## src/verilog/rv_core_pkg.sv

```systemverilog
package rv_core_pkg;

	typedef logic [31:0] word_t;     // data and address word
	typedef logic [31:0] inst_t;     // raw instruction
	typedef logic [4:0]  reg_addr_t; // x0..x31

	typedef enum logic [3:0] {
		alu_add,
		alu_sub,
		alu_sll,
		alu_slt,
		alu_sltu,
		alu_xor,
		alu_srl,
		alu_sra,
		alu_or,
		alu_and,
		alu_pass_b // lui
	} alu_op_t;

	typedef enum logic [1:0] {
		fetch_idle,
		fetch_wait,
		fetch_exec
	} fetch_state_t;

	// major opcodes of the supported subset
	localparam logic [6:0] OPC_LUI    = 7'b0110111;
	localparam logic [6:0] OPC_AUIPC  = 7'b0010111;
	localparam logic [6:0] OPC_JAL    = 7'b1101111;
	localparam logic [6:0] OPC_JALR   = 7'b1100111;
	localparam logic [6:0] OPC_BRANCH = 7'b1100011;
	localparam logic [6:0] OPC_OP_IMM = 7'b0010011;
	localparam logic [6:0] OPC_OP     = 7'b0110011;

	localparam logic [2:0] F3_BEQ  = 3'b000;
	localparam logic [2:0] F3_BNE  = 3'b001;
	localparam logic [2:0] F3_BLT  = 3'b100;
	localparam logic [2:0] F3_BGE  = 3'b101;
	localparam logic [2:0] F3_BLTU = 3'b110;
	localparam logic [2:0] F3_BGEU = 3'b111;

	// alu group funct3, shared by OP and OP-IMM
	localparam logic [2:0] F3_ADD  = 3'b000;
	localparam logic [2:0] F3_SLL  = 3'b001;
	localparam logic [2:0] F3_SLT  = 3'b010;
	localparam logic [2:0] F3_SLTU = 3'b011;
	localparam logic [2:0] F3_XOR  = 3'b100;
	localparam logic [2:0] F3_SR   = 3'b101;
	localparam logic [2:0] F3_OR   = 3'b110;
	localparam logic [2:0] F3_AND  = 3'b111;

	localparam logic [6:0] F7_BASE = 7'b0000000;
	localparam logic [6:0] F7_ALT  = 7'b0100000; // sub, sra, srai

	localparam word_t RESET_PC = 32'h0000_0000;

endpackage

```

## src/verilog/rv_fetch.sv

```systemverilog
`timescale 1ns/1ps

module rv_fetch import rv_core_pkg::*; (
	input  logic  clk,
	input  logic  rst,

	output logic  imem_req_o,
	output word_t imem_addr_o,
	input  inst_t imem_rdata_i,

	input  word_t next_pc_i,
	input  logic  illegal_i,

	output inst_t inst_o,
	output word_t pc_o,
	output logic  exec_en_o,
	output logic  halt_o
);

	fetch_state_t state_q;
	fetch_state_t state_d;
	word_t        pc_q;
	inst_t        inst_q;
	logic         run_q;  // high from the first cycle out of reset
	logic         halt_q;
	logic         issue;

	assign issue       = (state_q == fetch_idle) && run_q && !halt_q;
	assign imem_req_o  = issue;
	assign imem_addr_o = pc_q;

	// an illegal instruction never gets its execute cycle
	assign exec_en_o = (state_q == fetch_exec) && !illegal_i;

	assign inst_o = inst_q;
	assign pc_o   = pc_q;
	assign halt_o = halt_q;

	always_comb begin
		state_d = state_q;
		case (state_q)
			fetch_idle: begin
				if (issue)
					state_d = fetch_wait;
			end
			fetch_wait: state_d = fetch_exec; // rdata arrives now
			fetch_exec: state_d = fetch_idle;
			default:    state_d = fetch_idle;
		endcase
	end

	always_ff @(posedge clk) begin
		if (rst) begin
			state_q <= fetch_idle;
			run_q   <= 1'b0;
			halt_q  <= 1'b0;
			pc_q    <= RESET_PC;
		end else begin
			state_q <= state_d;
			run_q   <= 1'b1;
			if (state_q == fetch_exec && illegal_i)
				halt_q <= 1'b1; // sticky until reset
			if (exec_en_o)
				pc_q <= next_pc_i;
		end
	end

	// instruction register
	always_ff @(posedge clk) begin
		if (state_q == fetch_wait)
			inst_q <= imem_rdata_i;
	end

	// illegal in execute halts the core from the next cycle, with no request
	a_halt_on_illegal: assert property (@(posedge clk) disable iff (rst)
		(state_q == fetch_exec && illegal_i) |=> (halt_o && !imem_req_o));

	a_halt_sticky: assert property (@(posedge clk) disable iff (rst)
		halt_o |=> (halt_o && !imem_req_o));

	a_state_legal: assert property (@(posedge clk) disable iff (rst)
		state_q inside {fetch_idle, fetch_wait, fetch_exec});

endmodule

```

## src/verilog/rv_decode.sv

```systemverilog
`timescale 1ns/1ps

module rv_decode import rv_core_pkg::*; (
	input  inst_t     inst_i,

	output reg_addr_t rs1_o,
	output reg_addr_t rs2_o,
	output reg_addr_t rd_o,
	output word_t     imm_o,
	output alu_op_t   alu_op_o,

	output logic      src_a_pc_o,
	output logic      src_b_imm_o,
	output logic      branch_o,
	output logic      jal_o,
	output logic      jalr_o,
	output logic      wb_en_o,
	output logic [2:0] funct3_o,
	output logic      illegal_o
);

	logic [6:0] opcode;
	logic [2:0] funct3;
	logic [6:0] funct7;
	word_t      imm_i_type;
	word_t      imm_u_type;
	word_t      imm_j_type;
	word_t      imm_b_type;
	alu_op_t    alu_fn;
	logic       use_sub;

	assign opcode = inst_i[6:0];
	assign funct3 = inst_i[14:12];
	assign funct7 = inst_i[31:25];

	assign rs1_o    = inst_i[19:15];
	assign rs2_o    = inst_i[24:20];
	assign rd_o     = inst_i[11:7];
	assign funct3_o = funct3;

	assign imm_i_type = {{20{inst_i[31]}}, inst_i[31:20]};
	assign imm_u_type = {inst_i[31:12], 12'b0};
	assign imm_j_type = {{12{inst_i[31]}}, inst_i[19:12], inst_i[20], inst_i[30:21], 1'b0};
	assign imm_b_type = {{20{inst_i[31]}}, inst_i[7], inst_i[30:25], inst_i[11:8], 1'b0};

	// addi ignores bit 30, only the register form has sub
	assign use_sub = (opcode == OPC_OP) && funct7[5];

	always_comb begin
		case (funct3)
			F3_ADD:  alu_fn = use_sub ? alu_sub : alu_add;
			F3_SLL:  alu_fn = alu_sll;
			F3_SLT:  alu_fn = alu_slt;
			F3_SLTU: alu_fn = alu_sltu;
			F3_XOR:  alu_fn = alu_xor;
			F3_SR:   alu_fn = funct7[5] ? alu_sra : alu_srl;
			F3_OR:   alu_fn = alu_or;
			default: alu_fn = alu_and;
		endcase
	end

	always_comb begin
		alu_op_o    = alu_add;
		imm_o       = imm_i_type;
		src_a_pc_o  = 1'b0;
		src_b_imm_o = 1'b0;
		branch_o    = 1'b0;
		jal_o       = 1'b0;
		jalr_o      = 1'b0;
		wb_en_o     = 1'b0;
		illegal_o   = 1'b0;

		case (opcode)
			OPC_LUI: begin
				imm_o       = imm_u_type;
				alu_op_o    = alu_pass_b;
				src_b_imm_o = 1'b1;
				wb_en_o     = 1'b1;
			end
			OPC_AUIPC: begin
				imm_o       = imm_u_type;
				src_a_pc_o  = 1'b1;
				src_b_imm_o = 1'b1;
				wb_en_o     = 1'b1;
			end
			OPC_JAL: begin
				imm_o   = imm_j_type;
				jal_o   = 1'b1;
				wb_en_o = 1'b1;
			end
			OPC_JALR: begin
				src_b_imm_o = 1'b1; // alu forms rs1 + imm
				jalr_o      = 1'b1;
				wb_en_o     = 1'b1;
				illegal_o   = (funct3 != 3'b000);
			end
			OPC_BRANCH: begin
				imm_o     = imm_b_type;
				branch_o  = 1'b1;
				illegal_o = (funct3 == 3'b010) || (funct3 == 3'b011);
			end
			OPC_OP_IMM: begin
				alu_op_o    = alu_fn;
				src_b_imm_o = 1'b1;
				wb_en_o     = 1'b1;
				if (funct3 == F3_SLL && funct7 != F7_BASE)
					illegal_o = 1'b1;
				if (funct3 == F3_SR && funct7 != F7_BASE && funct7 != F7_ALT)
					illegal_o = 1'b1;
			end
			OPC_OP: begin
				alu_op_o = alu_fn;
				wb_en_o  = 1'b1;
				// alt funct7 only for sub and sra
				if (funct7 != F7_BASE &&
						!(funct7 == F7_ALT && (funct3 == F3_ADD || funct3 == F3_SR)))
					illegal_o = 1'b1;
			end
			default: illegal_o = 1'b1;
		endcase

		if (illegal_o)
			wb_en_o = 1'b0;
	end

endmodule

```

## src/verilog/rv_execute.sv

```systemverilog
`timescale 1ns/1ps

module rv_execute import rv_core_pkg::*; (
	input  word_t      pc_i,
	input  word_t      rs1_data_i,
	input  word_t      rs2_data_i,
	input  word_t      imm_i,

	input  alu_op_t    alu_op_i,
	input  logic       src_a_pc_i,
	input  logic       src_b_imm_i,

	input  logic       branch_i,
	input  logic       jal_i,
	input  logic       jalr_i,
	input  logic [2:0] funct3_i,

	output word_t      result_o,
	output word_t      next_pc_o
);

	word_t    op_a;
	word_t    op_b;
	word_t    alu_res;
	word_t    pc_plus4;
	word_t    target;   // pc relative, for branch and jal
	word_t    next_raw;
	logic [4:0] shamt;
	logic     eq;
	logic     lt_s;
	logic     lt_u;
	logic     taken;

	assign op_a  = src_a_pc_i ? pc_i : rs1_data_i;
	assign op_b  = src_b_imm_i ? imm_i : rs2_data_i;
	assign shamt = op_b[4:0];

	always_comb begin
		case (alu_op_i)
			alu_add:    alu_res = op_a + op_b;
			alu_sub:    alu_res = op_a - op_b;
			alu_sll:    alu_res = op_a << shamt;
			alu_slt:    alu_res = {31'b0, $signed(op_a) < $signed(op_b)};
			alu_sltu:   alu_res = {31'b0, op_a < op_b};
			alu_xor:    alu_res = op_a ^ op_b;
			alu_srl:    alu_res = op_a >> shamt;
			alu_sra:    alu_res = word_t'($signed(op_a) >>> shamt);
			alu_or:     alu_res = op_a | op_b;
			alu_and:    alu_res = op_a & op_b;
			alu_pass_b: alu_res = op_b;
			default:    alu_res = '0;
		endcase
	end

	// branch compare always on the register pair
	assign eq   = (rs1_data_i == rs2_data_i);
	assign lt_s = ($signed(rs1_data_i) < $signed(rs2_data_i));
	assign lt_u = (rs1_data_i < rs2_data_i);

	always_comb begin
		case (funct3_i)
			F3_BEQ:  taken = eq;
			F3_BNE:  taken = !eq;
			F3_BLT:  taken = lt_s;
			F3_BGE:  taken = !lt_s;
			F3_BLTU: taken = lt_u;
			F3_BGEU: taken = !lt_u;
			default: taken = 1'b0;
		endcase
	end

	assign pc_plus4 = pc_i + 32'd4;
	assign target   = pc_i + imm_i;

	always_comb begin
		if (jalr_i)
			next_raw = alu_res; // rs1 + imm
		else if (jal_i || (branch_i && taken))
			next_raw = target;
		else
			next_raw = pc_plus4;
	end

	assign next_pc_o = {next_raw[31:2], 2'b00};
	assign result_o  = (jal_i || jalr_i) ? pc_plus4 : alu_res; // link value on jumps

	always_comb begin
		a_next_pc_aligned: assert final (next_pc_o[1:0] == 2'b00);
	end

endmodule

```

## src/verilog/rv_result.sv

```systemverilog
`timescale 1ns/1ps

module rv_result import rv_core_pkg::*; (
	input  logic      clk,
	input  logic      rst,

	input  logic      exec_en_i,
	input  logic      wb_en_i,

	input  reg_addr_t rd_i,
	input  reg_addr_t rs1_i,
	input  reg_addr_t rs2_i,

	input  word_t     result_i,
	input  word_t     pc_i,
	input  word_t     next_pc_i,

	output word_t     rs1_data_o,
	output word_t     rs2_data_o,

	output logic      retire_valid_o,
	output word_t     retire_pc_o,
	output reg_addr_t retire_rd_o,
	output word_t     retire_data_o,
	output word_t     retire_next_pc_o
);

	word_t regs [1:31]; // x0 is not stored

	assign rs1_data_o = (rs1_i == 5'd0) ? '0 : regs[rs1_i];
	assign rs2_data_o = (rs2_i == 5'd0) ? '0 : regs[rs2_i];

	always_ff @(posedge clk) begin
		if (exec_en_i && wb_en_i && rd_i != 5'd0)
			regs[rd_i] <= result_i;
	end

	always_ff @(posedge clk) begin
		if (rst)
			retire_valid_o <= 1'b0;
		else
			retire_valid_o <= exec_en_i; // one pulse per executed instruction
	end

	// branches report rd 0, data 0
	always_ff @(posedge clk) begin
		if (exec_en_i) begin
			retire_pc_o      <= pc_i;
			retire_rd_o      <= wb_en_i ? rd_i : 5'd0;
			retire_data_o    <= wb_en_i ? result_i : '0;
			retire_next_pc_o <= next_pc_i;
		end
	end

	// one execute cycle per instruction, so retire never repeats back to back
	a_retire_single_pulse: assert property (@(posedge clk) disable iff (rst)
		retire_valid_o |=> !retire_valid_o);

endmodule

```

## src/verilog/rv_core_top.sv

```systemverilog
`timescale 1ns/1ps

module rv_core_top import rv_core_pkg::*; (
	input  logic      clk,
	input  logic      rst,

	output logic      imem_req_o,
	output word_t     imem_addr_o,
	input  inst_t     imem_rdata_i,

	output logic      retire_valid_o,
	output word_t     retire_pc_o,
	output reg_addr_t retire_rd_o,
	output word_t     retire_data_o,
	output word_t     retire_next_pc_o,

	output logic      halt_o
);

	inst_t      inst;
	word_t      pc;
	logic       exec_en;
	word_t      next_pc;

	reg_addr_t  rs1;
	reg_addr_t  rs2;
	reg_addr_t  rd;
	word_t      imm;
	alu_op_t    alu_op;
	logic       src_a_pc;
	logic       src_b_imm;
	logic       branch;
	logic       jal;
	logic       jalr;
	logic       wb_en;
	logic [2:0] funct3;
	logic       illegal;

	word_t      rs1_data;
	word_t      rs2_data;
	word_t      result;

	rv_fetch u_fetch (
		.clk          (clk),
		.rst          (rst),
		.imem_req_o   (imem_req_o),
		.imem_addr_o  (imem_addr_o),
		.imem_rdata_i (imem_rdata_i),
		.next_pc_i    (next_pc),
		.illegal_i    (illegal),
		.inst_o       (inst),
		.pc_o         (pc),
		.exec_en_o    (exec_en),
		.halt_o       (halt_o)
	);

	rv_decode u_decode (
		.inst_i      (inst),
		.rs1_o       (rs1),
		.rs2_o       (rs2),
		.rd_o        (rd),
		.imm_o       (imm),
		.alu_op_o    (alu_op),
		.src_a_pc_o  (src_a_pc),
		.src_b_imm_o (src_b_imm),
		.branch_o    (branch),
		.jal_o       (jal),
		.jalr_o      (jalr),
		.wb_en_o     (wb_en),
		.funct3_o    (funct3),
		.illegal_o   (illegal)
	);

	rv_execute u_execute (
		.pc_i        (pc),
		.rs1_data_i  (rs1_data),
		.rs2_data_i  (rs2_data),
		.imm_i       (imm),
		.alu_op_i    (alu_op),
		.src_a_pc_i  (src_a_pc),
		.src_b_imm_i (src_b_imm),
		.branch_i    (branch),
		.jal_i       (jal),
		.jalr_i      (jalr),
		.funct3_i    (funct3),
		.result_o    (result),
		.next_pc_o   (next_pc)
	);

	rv_result u_result (
		.clk              (clk),
		.rst              (rst),
		.exec_en_i        (exec_en),
		.wb_en_i          (wb_en),
		.rd_i             (rd),
		.rs1_i            (rs1),
		.rs2_i            (rs2),
		.result_i         (result),
		.pc_i             (pc),
		.next_pc_i        (next_pc),
		.rs1_data_o       (rs1_data),
		.rs2_data_o       (rs2_data),
		.retire_valid_o   (retire_valid_o),
		.retire_pc_o      (retire_pc_o),
		.retire_rd_o      (retire_rd_o),
		.retire_data_o    (retire_data_o),
		.retire_next_pc_o (retire_next_pc_o)
	);

endmodule

```

## config.mk

```make
export PLATFORM = sky130hd
export DESIGN_NAME = rv_core_top
export DESIGN_NICKNAME = d
export VERILOG_FILES = /design/src/verilog/rv_core_pkg.sv /design/src/verilog/rv_fetch.sv /design/src/verilog/rv_decode.sv /design/src/verilog/rv_execute.sv /design/src/verilog/rv_result.sv /design/src/verilog/rv_core_top.sv
export SDC_FILE = /design/constraint.sdc
export NUM_CORES = 2
export LEC_CHECK = 0
export BUFFER_PORTS_ARGS = -buffer_cell sky130_fd_sc_hd__buf_2
export CAP_MARGIN = 20
export CORE_UTILIZATION = 29
export DETAILED_ROUTE_END_ITERATION = 7
export SLEW_MARGIN = 0
export SYNTH_ARGS = -nofsm -noshare
export SYNTH_HDL_FRONTEND = slang
export SYNTH_SLANG_ARGS = --single-unit
```

## constraint.sdc

```tcl
create_clock -name clk -period 10 [get_ports clk]
set_input_delay 2 -clock clk [delete_from_list [all_inputs] [get_ports clk]]
set_output_delay 2 -clock clk [all_outputs]
set_load 0.01 [all_outputs]
```

# After elaboration in Yosys (flattened, before gate mapping)
# Memories as Yosys holds them, arrays and structs flattened. A register that Yosys moved wholly into a read port is not among the register bits.
# Index checks and enable logic that the tools add are counted.
totals:
  mem_bits_rw: 992
  n_memories: 1
  register_bits: 164
  latch_bits: 0
  output_inout_bits: 136
  input_bits: 34
  wordCells: 123
  romBits: 0
classes:
  n_eq_ne: 30
  magnitude_cmp: 4
  mux: 32
  addsub: 4
  bitwise_logic: 3
  reduce_logical: 36
  n_shift: 3
  mul: 0
  div: 0
memory_table:
  columns: ["memory", "depth", "width", "read_ports", "rd_ports_with_merged_regs", "write_ports", "line", "source"]
  rows:
  - ["u_result.regs", 31, 32, 2, 2, 1, "rv_result.sv:28", "word_t regs [1:31];"]
op_table:
  columns: ["cell", "n"]
  rows:
  - ["$pmux W32 S11", 1]
  - ["$mux W32", 7]
  - ["$lt A32 B32 Y1", 4]
  - ["$pmux W31 S3", 1]
  - ["$add A32 B32 Y32", 2]
  - ["$add A32 B3 Y32 const B", 1]
  - ["$and A32 B32 Y32", 1]
  - ["$eq A32 B32 Y1", 1]
  - ["$or A32 B32 Y32", 1]
  - ["$shl A32 B5 Y32", 1]
  - ["$shr A32 B5 Y32", 1]
  - ["$sshr A32 B5 Y32", 1]
  - ["$sub A32 B32 Y32", 1]
  - ["$xor A32 B32 Y32", 1]
  - ["$pmux W4 S7", 1]
  - ["$eq A7 B6 Y1 const B", 3]
  - ["$eq A7 B7 Y1 const B", 3]
  - ["$eq A4 B3 Y1 const B", 4]
  - ["$mux W1", 15]
  - ["$eq A7 B5 Y1 const B", 2]
  - ["$logic_and A1 B1 Y1", 13]
  - ["$eq A3 B3 Y1 const B", 4]
  - ["$eq A4 B4 Y1 const B", 3]
  - ["$logic_not A5 Y1", 2]
  - ["other kinds (26)", 38]

# Longest topological paths before layout
logic_depth:
  word_depth: 13
  mapped_depth: 31
  ltp_nobuf: 21

# Modules after synthesis
# From an unflattened synthesis, not the netlist that was laid out.
hier_totals:
  cells_unflattened: 5177
  area_unflattened_um2: 66876.6
by_module_without_submodules:
  columns: ["mod", "seq_area_each_um2", "area_per_inst_um2", "n_inst", "cells_per_inst"]
  rows:
  - ["rv_result", 32841.5, 49575.0, 1, 2787]
  - ["rv_execute", 0.0, 13623.1, 1, 2055]
  - ["rv_fetch", 1681.6, 2803.9, 1, 216]
  - ["rv_decode", 0.0, 874.6, 1, 119]

# Worst setup path before layout
# OpenSTA, ideal clock, no wires.
synth_path:
  path_type: "reg2reg"
  from: "register with a tool-made name"
  to: "memory u_result.regs[10][27] (netlist bit) (data pin)"
  arrival_ns: 6.993
  setup_ns: 0.376
  period_less_slack_ns: 7.369
  path_stages_with_launch: 27
  n_path_buf: 9
  setup_slack_ns: 2.631
  required_time_ns: 9.624
  path_cell_list: "dfxtp_1 buf_6 buf_6 buf_6 buf_6 buf_4 buf_2 buf_2 buf_1 mux4_2 mux4_2 mux2i_1 nor2_1 a21o_1 ha_1 clkbuf_1 inv_1 or4_1 nor3_1 o211ai_1 and2_1 o21ai_0 a21o_1 o2bb2ai_1 xnor2_1 a2111oi_2 a21oi_1"
synth_lines:
  columns: ["element", "line"]
  rows:
  - ["end: declaration", "rv_result.sv:28"]

==> qor.yml <==
placed_design:
  buffer_ports.inserted: 163
  post-place-ws_ns: 1.539
  dp.cells: 8117
  gp_routability_congestion: 1.063
  detailed_place_hpwl_um: 199400
  postPlaceCellArea_mm2: 0.07179
timing:
  maxSlewHeadroom: 0.1040
  worst_slack_ns: 1.223
  fin_worst_hold_slack_ns: 0.5223
  finalClockSkew_ns: 0.09201
  setup-violations-final: 0
  tightest_slew_ns: 1.330
  timing_hold_violations_final: 0
  fin_crit_sh: 0.8777
  grt_setup_unrepaired: "no"
  finalMaxSlewViolations: 0
  finalCriticalPeriod_ns: 8.777
  clock.fmax_ghz: 0.1139
  tns_ns: 0
global_route:
  largest_net_degree_at_the_start_of_global_routing: 126
  grt_pass1_vias: 48270
  grt_first_pass_wirelength_um: 397500
  track_usage: 0.2453
  antenna_found_initial: 21
  grt_overflow_total: 0
detailed_routing:
  routed_wirelength_um: 290900
  via_per_inst: 6.070
  num_vias: 50640
  number_of_drc_violations_after_detailed_routing: 0
  detail_route.iter0.violations: 7042
  route.detailed.wl_per_inst_um: 34.86
  antenna_left: 0
  drt_pass1_iterations: 8
setup_path:
  launching_element_type_of_the_critical_path: "flop"
  type_of_destination_of_the_critical_path: "flop"
  critical_path_class: "reg2reg"
  crit_path_max_fanout: 33
  critical_path.n_buffers_inverters: 4
  crit_chain: "buf_4, nor3_2, buf_4, a2111oi_0, or4_1, o21ai_1, ha_1, inv_1, or4_1, nor3_1, o211ai_1, and2_1, o21ai_0, a21o_1, o2bb2ai_1, xnor2_1, a2111oi_2, a21oi_2, buf_4, and2_1"
  critical_path_required_ns: 10.49
  cell_seen_most_often_among_critical_path_stages: "buf_4"
  timing.critical_path.slowest_stage_cell: "nor3_2"
  top_delay_family_on_crit_path: "simple AND/OR/NAND/NOR gates"
  arrival_time_of_data_at_the_critical_path_endpoint_ns: 9.27
  max_stage_delay_ns: 0.95
yosys:
  synthCells: 5064
  synth_cell_type_count: 111
  number_of_synthesized_flops_with_an_enable_pin: 1121
  yosys.area.top_type_share: 0.5060
  postSynth.topFlopCell: "edfxtp_1"
  async_flop_share: 0
  post-synth-top-area-cell: "edfxtp_1"
  synth-warning-count: 0
  yosysSeqAreaShare: 0.5196
  synth.cell_area_mm2: 0.06652
  yosys_register_bits: 1166
  synthTopCellsByArea: "edfxtp_1 (51%), mux4_2 (13%), mux2i_1 (6.7%), ha_1 (3.1%), a21oi_1 (2.2%)"
  synthesis.area_per_instance_um2: 13.14
power:
  internal-power_mw: 9.968
  share_clk_of_total_power: 0.281
  p_leak_nw: 26.34
  power.share.combinational: 0.317
  seqPwrFrac: 0.402
  power.ir.vdd_worst_mv: 0.1553
  power.share.switching: 0.3610
  power_density_mw_per_mm2: 206.5
  design_power_total_mw: 15.60
  power_switching_mw: 5.633
finish:
  layout.cells.most_common_list: "edfxtp_1 (1121), mux2i_1 (439), mux4_2 (381), nor2_1 (319), nand2_1 (307)"
  final_cells: 8344
  final_util: 0.3317
  layout.cells.most_common: "edfxtp_1"
  finalNetCount: 5428
  flow.area_growth_from_synthesis_pct: 13.56
  layout_filler_cell_count: 22290
  multi_input_area_mm2: 0.03023
  area.sequential_mm2: 0.03459
  share_of_final_layout_standard_cells_stronger_than_drive_strength_1: 0.2182
  post-route-cell-area_mm2: 0.07555
die:
  chipWidth_um: 480.9
  dieHeight_um: 480.9
  core_mm2: 0.2277
  pin_count: 170
  start_util: 0.2921
  design.die.area_mm2: 0.2313
  core.rowCount: 175
clock_network:
  cts_inserted_buffers: 116
  clock_path_buffers: 3
  cts_tree: "done"
  buffer_cell_driving_the_clock_tree_root: "clkbuf_16"
  post-cts-setup-buffer-count: 0
  postCtsHoldBufs: 0
  clk_pin_slew_ns: 0.07
  insertion_delay_ns: 0.81
  cts.repair.resized: 0
  cts.sinks: 1166
  htree_levels: 3
job:
  max_cap_violations: 0
status:
  outcome: "finished, final reports clean"
worst_hold_path:
  worst_hold_path_type: "reg2reg"
[power by group through the flow]
stage / registers (mW) / logic (mW) / clock network [mW]
4_1_cts: 6.27 / 4.77 / 4.41
3_3_place_gp: 6.37 / 4.73 / 0
3_5_place_dp: 6.37 / 4.75 / 0
6_report: 6.27 / 4.95 / 4.38
2_1_floorplan: 6.35 / 2.61 / 0
5_1_grt: 6.27 / 5.12 / 4.60
[path summary, 6_finish.rpt]
path	start	endpoint	slack (ns)	cells after the start
setup / recovery	flop	u_result.retire_data_o[27]	1.22	20
hold / removal	u_fetch.halt_o	u_fetch.halt_o	0.52	2
setup reg to reg	flop	u_result.retire_data_o[27]	1.22	20
hold reg to reg	u_fetch.halt_o	u_fetch.halt_o	0.52	2
[cells by family (layout without fill, tap and decap cells)]
family,count (synthesis),in the layout,synth area share
AOI/OAI and AO/OA,1169,1169,0.1205
DFF,1166,1166,0.5196
and+or+nand+nor,1105,1105,0.07851
muxes,877,877,0.2048
buffers and inverters,497,754,0.03393
adders and majority gates,167,167,0.03175
xor gates and xnor gates,82,82,0.01080
other,1,15,0.00005637
[metal layers]
metal	vias up	track usage	wire length (um)
met3	754	0.05729	30580
li1	20480	-	-
met4	8	0.1357	19030
met2	3389	0.3769	128300
met1	26010	0.3179	112900
met5	-	0	49
[state kept, by name, summed over array words and instances (netlist names), 2 cells and up, named ones only]
signal / cells
u_fetch.inst_o: 32
u_result.regs: 992
u_fetch.state_q: 2
u_result.retire_pc_o: 30
u_fetch.imem_addr_o: 30
u_result.retire_data_o: 32
u_result.retire_rd_o: 5
u_result.retire_next_pc_o: 30
[cell type report]
class	instances	share of cell area
sequential	1166	0.4579
multi-input combinational	3406	0.4002
tap	3009	0.04984
clock buffer	137	0.03988
timing repair buffer	409	0.03596
clock inverter	80	0.009490
inverter	128	0.006443
antenna	9	0.0002981
[cells in the mapped netlist, drive strengths merged, types with 35 or more instances]
library cell / n
buf: 187
nor2b: 52
mux2: 52
a31oi: 45
a2111oi: 45
nor2: 365
nor3: 63
nand2: 308
a211oi: 78
clkbuf: 182
ha: 164
xnor2: 55
and2: 60
o21ai: 150
dfxtp: 45
a21oi: 288
inv: 127
a21o: 74
mux4: 381
o22ai: 77
o211ai: 35
a22oi: 111
edfxtp: 1121
nand3: 67
mux2i: 444
[worst reg2reg max path, stage by stage (launching register included)]
cell and delay (ns):
dfxtp_4 0.48, buf_4 0.34, nor3_2 0.98, buf_4 0.47
a2111oi_0 0.22, or4_1 0.81, o21ai_1 0.71, ha_1 0.43
inv_1 0.13, or4_1 0.69, nor3_1 0.39, o211ai_1 0.30
and2_1 0.29, o21ai_0 0.39, a21o_1 0.24, o2bb2ai_1 0.15
xnor2_1 0.22, a2111oi_2 0.66, a21oi_2 0.13, buf_4 0.26
and2_1 0.20
Power figures use the tool's default switching activity.
